### config.mk
export PLATFORM = sky130hd
export DESIGN_NAME = lfsr_pin_top
export DESIGN_NICKNAME = d
export VERILOG_FILES = /design/src/hw/lfsr_pkg.sv /design/src/hw/lfsr_pin_top.sv /design/src/hw/lfsr_core.sv /design/src/hw/lfsr_step_ctrl.sv
export SDC_FILE = /design/constraint.sdc
export NUM_CORES = 1
export LEC_CHECK = 0
export ABC_AREA = 1
export BUFFER_PORTS_ARGS = -buffer_cell sky130_fd_sc_hd__buf_4
export CAP_MARGIN = 10
export CORE_MARGIN = 2
export CORE_UTILIZATION = 50
export CTS_BUF_LIST = sky130_fd_sc_hd__clkbuf_16
export DETAILED_ROUTE_END_ITERATION = 12
export GPL_ROUTABILITY_DRIVEN = 0
export PLACE_DENSITY = 0.71
export SETUP_SLACK_MARGIN = 0.15
export SLEW_MARGIN = 20
export SYNTH_ARGS = -nofsm -noshare
export SYNTH_HDL_FRONTEND = slang
export SYNTH_SLANG_ARGS = --single-unit
export TNS_END_PERCENT = 100
### constraint.sdc
create_clock -name clk -period 3.4 [get_ports clk]
set_input_delay 0.17 -clock clk [delete_from_list [all_inputs] [get_ports clk]]
set_output_delay 0.17 -clock clk [all_outputs]
set_load 0.05 [all_outputs]
### src/hw/lfsr_pkg.sv
// lfsr package
// widths, control and mask types, and the two- and four-tap feedback tables
// for the length-programmable fibonacci lfsr

`default_nettype none

package lfsr_pkg;

    //////////////////////////////////////////////////
    // widths

    localparam int lfsr_width      = 32;
    localparam int len_width       = $clog2(lfsr_width);  // 5 bits selects 0..31
    localparam int out_value_width = 15;                  // register bits on pins

    //////////////////////////////////////////////////
    // types

    typedef logic [len_width-1:0]  len_t;
    typedef logic [lfsr_width-1:0] lfsr_t;

    typedef enum logic {
        taps_two  = 1'b0,
        taps_four = 1'b1
    } tap_mode_e;

    // feedback mask plus a flag saying the length has an entry
    typedef struct packed {
        logic  valid;
        lfsr_t value;
    } mask_t;

    // field order follows ui_in, msb first
    typedef struct packed {
        logic      hold;
        logic      step;
        tap_mode_e tap_mode;
        len_t      length;
    } lfsr_ctrl_t;

    localparam mask_t mask_none = '{valid: 1'b0, value: '0};

    //////////////////////////////////////////////////
    // two-tap masks, bit n-1 always set for length n

    localparam mask_t tap_table_two [32] = '{
        mask_none,                                 // 0
        mask_none,                                 // 1
        '{valid: 1'b1, value: 32'h0000_0003},      // 2
        '{valid: 1'b1, value: 32'h0000_0006},      // 3
        '{valid: 1'b1, value: 32'h0000_000c},      // 4
        '{valid: 1'b1, value: 32'h0000_0014},      // 5
        '{valid: 1'b1, value: 32'h0000_0030},      // 6
        '{valid: 1'b1, value: 32'h0000_0060},      // 7
        mask_none,                                 // 8 needs four taps
        '{valid: 1'b1, value: 32'h0000_0110},      // 9
        '{valid: 1'b1, value: 32'h0000_0240},      // 10
        '{valid: 1'b1, value: 32'h0000_0500},      // 11
        mask_none,                                 // 12
        mask_none,                                 // 13
        mask_none,                                 // 14
        '{valid: 1'b1, value: 32'h0000_6000},      // 15
        mask_none,                                 // 16
        '{valid: 1'b1, value: 32'h0001_2000},      // 17
        '{valid: 1'b1, value: 32'h0002_0400},      // 18
        mask_none,                                 // 19
        '{valid: 1'b1, value: 32'h0009_0000},      // 20
        '{valid: 1'b1, value: 32'h0014_0000},      // 21
        '{valid: 1'b1, value: 32'h0030_0000},      // 22
        '{valid: 1'b1, value: 32'h0042_0000},      // 23
        mask_none,                                 // 24
        '{valid: 1'b1, value: 32'h0120_0000},      // 25
        mask_none,                                 // 26
        mask_none,                                 // 27
        '{valid: 1'b1, value: 32'h0900_0000},      // 28
        '{valid: 1'b1, value: 32'h1400_0000},      // 29
        mask_none,                                 // 30
        '{valid: 1'b1, value: 32'h4800_0000}       // 31
    };

    //////////////////////////////////////////////////
    // four-tap masks, nothing below length 5

    localparam mask_t tap_table_four [32] = '{
        mask_none,                                 // 0
        mask_none,                                 // 1
        mask_none,                                 // 2
        mask_none,                                 // 3
        mask_none,                                 // 4
        '{valid: 1'b1, value: 32'h0000_001e},      // 5
        '{valid: 1'b1, value: 32'h0000_0036},      // 6
        '{valid: 1'b1, value: 32'h0000_0078},      // 7
        '{valid: 1'b1, value: 32'h0000_00b8},      // 8
        '{valid: 1'b1, value: 32'h0000_01b0},      // 9
        '{valid: 1'b1, value: 32'h0000_0360},      // 10
        '{valid: 1'b1, value: 32'h0000_0740},      // 11
        '{valid: 1'b1, value: 32'h0000_0ca0},      // 12
        '{valid: 1'b1, value: 32'h0000_1b00},      // 13
        '{valid: 1'b1, value: 32'h0000_3500},      // 14
        '{valid: 1'b1, value: 32'h0000_7400},      // 15
        '{valid: 1'b1, value: 32'h0000_b400},      // 16
        '{valid: 1'b1, value: 32'h0001_e000},      // 17
        '{valid: 1'b1, value: 32'h0003_9000},      // 18
        '{valid: 1'b1, value: 32'h0007_2000},      // 19
        '{valid: 1'b1, value: 32'h000c_a000},      // 20
        '{valid: 1'b1, value: 32'h001c_8000},      // 21
        '{valid: 1'b1, value: 32'h0027_0000},      // 22
        '{valid: 1'b1, value: 32'h006a_0000},      // 23
        '{valid: 1'b1, value: 32'h00d8_0000},      // 24
        '{valid: 1'b1, value: 32'h01e0_0000},      // 25
        '{valid: 1'b1, value: 32'h0388_0000},      // 26
        '{valid: 1'b1, value: 32'h0720_0000},      // 27
        '{valid: 1'b1, value: 32'h0ca0_0000},      // 28
        '{valid: 1'b1, value: 32'h1d00_0000},      // 29
        '{valid: 1'b1, value: 32'h3280_0000},      // 30
        '{valid: 1'b1, value: 32'h7800_0000}       // 31
    };

endpackage

`default_nettype wire
### src/hw/lfsr_pin_top.sv
// lfsr pin-level top
// decodes the dedicated input pins, runs step control and the register core,
// and drives a registered view of the low value bits and valid onto the pins

`timescale 1ns/1ps
`default_nettype none

module lfsr_pin_top #(
    parameter lfsr_pkg::lfsr_t SEED = 1
) (
    input  logic       clk,
    input  logic       rst_n,
    input  logic       ena,       // always high on the tile
    input  logic [7:0] ui_in,
    input  logic [7:0] uio_in,    // bidir pins are outputs only
    output logic [7:0] uo_out,
    output logic [7:0] uio_out,
    output logic [7:0] uio_oe
);

    import lfsr_pkg::*;

    lfsr_ctrl_t                 ctrl;
    logic                       advance;
    lfsr_t                      core_value;
    logic                       core_valid;
    logic [out_value_width-1:0] shown;       // bits that reach the pins

    //////////////////////////////////////////////////
    // input decode

    assign ctrl = lfsr_ctrl_t'(ui_in);

    lfsr_step_ctrl u_step (
        .clk     (clk),
        .rst_n   (rst_n),
        .hold    (ctrl.hold),
        .step    (ctrl.step),
        .advance (advance)
    );

    lfsr_core #(
        .SEED (SEED)
    ) u_core (
        .clk      (clk),
        .rst_n    (rst_n),
        .advance  (advance),
        .tap_mode (ctrl.tap_mode),
        .length   (ctrl.length),
        .value    (core_value),
        .valid    (core_valid)
    );

    assign shown = core_value[out_value_width-1:0];

    //////////////////////////////////////////////////
    // output pins

    // loads on the same advance as the core, so pins show the state before it
    always_ff @(posedge clk) begin
        if (!rst_n) begin
            uo_out  <= '0;
            uio_out <= '0;
        end else if (advance) begin
            uo_out  <= shown[7:0];
            uio_out <= {core_valid, shown[out_value_width-1:8]};  // valid on bit 7
        end
    end

    assign uio_oe = '1;  // all bidir pins driven

endmodule

`default_nettype wire

### src/hw/lfsr_core.sv
// lfsr register core
// picks the feedback mask for the current length and tap mode and holds
// the fibonacci shift register, forced to zero on a length with no mask

`timescale 1ns/1ps
`default_nettype none

module lfsr_core #(
    parameter lfsr_pkg::lfsr_t SEED = 1
) (
    input  logic                clk,
    input  logic                rst_n,
    input  logic                advance,
    input  lfsr_pkg::tap_mode_e tap_mode,
    input  lfsr_pkg::len_t      length,
    output lfsr_pkg::lfsr_t     value,
    output logic                valid
);

    import lfsr_pkg::*;

    mask_t mask_sel;
    logic  feedback;

    //////////////////////////////////////////////////
    // mask lookup

    always_comb begin
        if (tap_mode == taps_four) begin
            mask_sel = tap_table_four[length];
        end else begin
            mask_sel = tap_table_two[length];
        end
    end

    // parity of the tapped bits
    assign feedback = ^(value & mask_sel.value);

    //////////////////////////////////////////////////
    // shift register

    always_ff @(posedge clk) begin
        if (!rst_n) begin
            value <= SEED;
            valid <= 1'b1;
        end else if (advance) begin
            if (mask_sel.valid) begin
                value <= {value[lfsr_width-2:0], feedback};
                valid <= 1'b1;
            end else begin
                // no table entry, lock up at zero until reset
                value <= '0;
                valid <= 1'b0;
            end
        end
    end

endmodule

`default_nettype wire

### src/hw/lfsr_step_ctrl.sv
// lfsr step control
// turns the hold level and step strobe into a registered advance enable,
// continuous when free running and one cycle per press in hold mode

`timescale 1ns/1ps
`default_nettype none

module lfsr_step_ctrl (
    input  logic clk,
    input  logic rst_n,
    input  logic hold,
    input  logic step,
    output logic advance
);

    logic step_q;      // step as sampled at the previous edge
    logic step_rise;

    // new press only when step was low at the edge before
    assign step_rise = step & ~step_q;

    //////////////////////////////////////////////////
    // edge history

    always_ff @(posedge clk) begin
        if (!rst_n) begin
            step_q <= 1'b0;
        end else begin
            step_q <= step;
        end
    end

    //////////////////////////////////////////////////
    // advance enable

    always_ff @(posedge clk) begin
        if (!rst_n) begin
            advance <= 1'b0;
        end else if (!hold) begin
            advance <= 1'b1;       // free run
        end else begin
            advance <= step_rise;  // single step, one pulse however long step stays high
        end
    end

endmodule

`default_nettype wire

# Word level (Yosys, flattened, before mapping)
# Memories as Yosys holds them, arrays and structs flattened.
# Index checks and enable logic that the tools add are counted.
# word_totals
word_cells	22
memories	2
input_bits	19
ff_bits	51
rom_bits	2112
out_inout_bits	24
# mem_list
memory	words	word_bits	read_ports	rd_clocked_by_memory_dff	wr	line	text
(name not given)	32	33	1	0	0	lfsr_core.sv:32	mask_sel = tap_table_two[length];
(name not given)	32	33	1	0	0	lfsr_core.sv:30	mask_sel = tap_table_four[length];
# op_classes
bitwise_logic	4
n_lt_le_gt_ge	1
muxes	8
reduce_logical	1
# ops
op	count
$mux W33	5
$and A32 B32 Y32	1
$mux W32	1
$reduce_xor A32 Y1	1
$ge A6 B6 Y1 const B	1
$not A5 Y6	1
$mux W1	2
$and A1 B1 Y1	1
$not A1 Y1	1

# Logic depth before layout (Yosys ltp)
# depth
depth_word	8
mapped_depth	20
mapped_depth_nobuf	20

# Hierarchy
# A second synthesis with hierarchy kept.
# unflattened
cells_unflattened	707
hier_area_um2	3972.6
# by_module_without_submodules
mod	cells_each	area_each_um2	instances
lfsr_core	588	3166.8	1
lfsr_pin_top	110	738.2	1
lfsr_step_ctrl	9	67.6	1

# Worst setup path before layout
# Ideal clock, no wire load.
# synth_timing
path_type	in2reg
startpoint	input port ui_in[1]
endpoint	register u_core.value[0]
t_arrival_ns	1.620
path_stages	17
path_slack_ns	1.665
t_required_ns	3.285
setup_time_ns	0.115
cell_sequence	inv_1 ha_1 nand2_1 nand2_1 nand2_1 nor2_1 nand2_1 nand2_1 nand3_1 nand2_1 nand3_1 nand2_1 nand3_1 nand2_1 nand2_1 nand3_1 nand2_1
# synth_between
elab_chain_cells	8
elab_cells_between_ends	11
# synth_lines
element	line	text
start, declared	lfsr_pin_top.sv:14	input logic [7:0] ui_in,
$not A5 Y6 (not written as such) (*)	lfsr_core.sv:30, lfsr_core.sv:32	
$mem_v2 Z32 W33 (on tied branches)	-	
$mux W33 (on tied branches) (2 in a row)	lfsr_core.sv:32, lfsr_core.sv:30	
$mux W33 (*)	lfsr_core.sv:29	if (tap_mode == taps_four) begin
$and A32 B32 Y32	lfsr_core.sv:37	assign feedback = ^(value & mask_sel.value);
$reduce_xor A32 Y1	lfsr_core.sv:37	
$mux W32 (*)	lfsr_core.sv:47	if (mask_sel.valid) begin
end signal, assigned	lfsr_core.sv:48	value <= {value[lfsr_width-2:0], feedback};
end, declared	lfsr_core.sv:16	output lfsr_pkg::lfsr_t value,
# Every way passes the cells marked *; elsewhere a longest branch is shown, timed or not. The select of a mux whose other input is x is not followed.
# A chain may end at the register's enable or synchronous reset.

# Worst setup path in the final report
# layout_timing
startpoint	input port ui_in[5]
endpoint	register u_core.value[0]
# layout_between
elab_chain_cells	4
# layout_lines
element	line
$mux W33 (*)	lfsr_core.sv:29
$and A32 B32 Y32	lfsr_core.sv:37
$reduce_xor A32 Y1	lfsr_core.sv:37
$mux W32 (*)	lfsr_core.sv:47
# Every way passes the cells marked *; elsewhere a longest branch is shown, timed or not.

==> impl_metrics.ini <==
[sta]
slew_violations = 0
final.setup_skew_ns = 0.00281
worst_slew_pin_slew_ns = 0.956
grt_setup_unrepaired = no
finalCritPeriodShare_pct = 62.4
maxSlewHeadroom_pct = 36.2
finalHoldViolCount = 0
finalSetupTns_ns = 0
finalSetupViolCount = 0
holdWs_ns = 0.0795
fmax_mhz = 471
final.min_clock_period_ns = 2.12

[floorplanning]
ios = 43
rows = 30
die-area_sq_mm = 0.00792
core-area_sq_mm = 0.00691
die_y_um = 89.0
start_util_pct = 52.3
dieWidth_um = 89.0

[logic_synthesis]
ys_types = 25
synth_top_area_share_pct = 28.8
synth-edff-count = 0
async_flop_share_pct = 0
synth_area_leaders = nand2_1 (29%), dfxtp_1 (28%), nand3_1 (13%)
ys_warn_count = 0
yosys_most_used_dff = dfxtp_1
synthCells = 636
ys_ff_latch = 50
synth_area_sq_mm = 0.00361
yosysMostFrequentCell = nand2_1
netlist_top_cells_count = nand2_1 (277), nand3_1 (97), a21oi_1 (56)
avgSynthCellArea_sq_um = 5.68
yosysTopAreaCell = nand2_1
synth.yosys.seq_area_share_pct = 27.7

[cells_and_area]
diodes = 0
area_growth_pct = 8.00
fin_nets = 667
drive_above_1_share_pct = 6.85
post-route-util_pct = 56.5
finalInstanceArea_sq_mm = 0.00390

[route]
drc = 0
totalWireLength_um = 9520
wire_per_inst_um = 12.9
drt_iter0_markers = 352
vias = 3978
ant_nets = 0
dr.pass1.iters = 5
via_per_inst = 5.39

[setup_path]
cpMaxStageDelayCell = inv_1
arrival_ns = 2.30
endpoint_kind = flop
crit_start = ui_in[5]
max_stage_delay_ns = 0.62
cp_common_cell = nand2_1
startpoint_type = primary input
critPathKind = in2reg
required_ns = 3.57
crit_path_cell_trace = buf_4 -> inv_1 -> nor2_1 -> nand2_1 -> nand2_1 -> nor2_1 -> nand2_1 -> nand2_1 -> nand3_1 -> nand2_1 -> nand2_1 -> nand3_1 -> nand2_1 -> inv_1 -> nand2_1 -> nand3_1 -> nand2_1
rr_startpoint = u_step.advance$_SDFF_PN0_
worstPathMaxFanout = 26

[place]
dpl_cell_area_sq_mm = 0.00376
port_buffers = 25
dp_hpwl_um = 7010

[global_routing]
grt_pass1_wl_um = 15300
track_usage_pct = 24.0
first_global_vias = 3295
antenna_found_initial = 0
grt_max_degree = 48
grt_overflow = 0

[clock_tree]
htreeDepth = 2
cts-resized-gates = 0
cts_buffer_depth = 2
cts_buffers = 5
post_cts_buffers = 0
cts-root-buf = clkbuf_16
hold_buffers = 0
clock_latency_ns = 0.28
cts_tree = built
clk_pin_slew_ns = 0.06
clock_sinks = 50

[power_and_ir_drop]
leakagePower_uw = 0.00180
p_per_area_mw_per_mm2 = 332
vdd_drop_max_mv = 0.311

[outcome]
outcome = finished, final reports clean

[hold_path]
hp-start = ui_in[7]
hold_path_class = in2reg

[run]
cap_violations = 0
[sequential cells by signal, indices dropped and copies added, names as in the netlist]
signal	flops
u_core.value	31
uo_out	8
uio_out	8
u_core.valid	1
u_step.advance	1
u_step.step_q	1
[worst max-delay path, delay by kind of cell]
family | cells | cell delay, ns
and+or+nand+nor | 14 | 1.24
buffers and inverters | 3 | 0.89
[per-layer routing]
| layer | vias up | track usage (%) | share of wire [%] |
|---|---|---|---|
| met2 | 148 | 37.8 | 44 |
| met4 | 0 | 7.73 | 1.9 |
| li1 | 2040 | - | - |
| met1 | 1777 | 33.9 | 48 |
| met3 | 13 | 3.42 | 6.5 |
| met5 | - | 0 | 0 |
[logic make-up after synthesis]
logic type | after synthesis | share of synthesized area (%)
other cells | 1 | 0.104
buf+inv | 84 | 10.7
compound gates | 69 | 10.1
flops | 50 | 27.7
fa+ha+maj | 7 | 2.42
simple gates | 425 | 49.0
[through the flow]
stage,std cells,total power [uW],worst slack [ns]
floorplan,643,797,1.67
global placement,730,837,1.05
detailed placement,730,839,1.01
CTS,738,1300,1.30
global route,738,1350,0.963
finish,738,1300,1.28
[final timing paths]
path                              endpoint  slack [ns]  cells after the start
max reg2reg  u_core.value[29]$_SDFFE_PN0P_        1.51                      5
min reg2reg      u_step.advance$_SDFF_PN0_        0.42                      1
min              u_step.advance$_SDFF_PN0_        0.08                      2
max           u_core.value[0]$_SDFFE_PN1P_        1.28                     17
[cells in the final DEF, fill, tap and decap left out, drive strengths merged, types with 7 or more instances in the layout]
| master | count |
|---|---|
| buf | 29 |
| nand2 | 280 |
| dfxtp | 50 |
| a21oi | 57 |
| conb | 8 |
| inv | 47 |
| nor2 | 31 |
| ha | 7 |
| nand4 | 11 |
| nand3 | 97 |
| o21ai | 10 |
[report_power, final]
part           switching (uW)  total (uW)  internal, uW
combinational             177         231          53.3
sequential               5.38         599           594
clock                     201         467           266
[cell type report]
class	count	area [sq um]
fill	733	3010
multi-input combinational	509	2250
sequential	50	1000
timing repair buffer	29	218
inverter	46	173
clock buffer	5	125
tap	96	120
clock inverter	3	12.5
(Power assumes the default switching activity.)
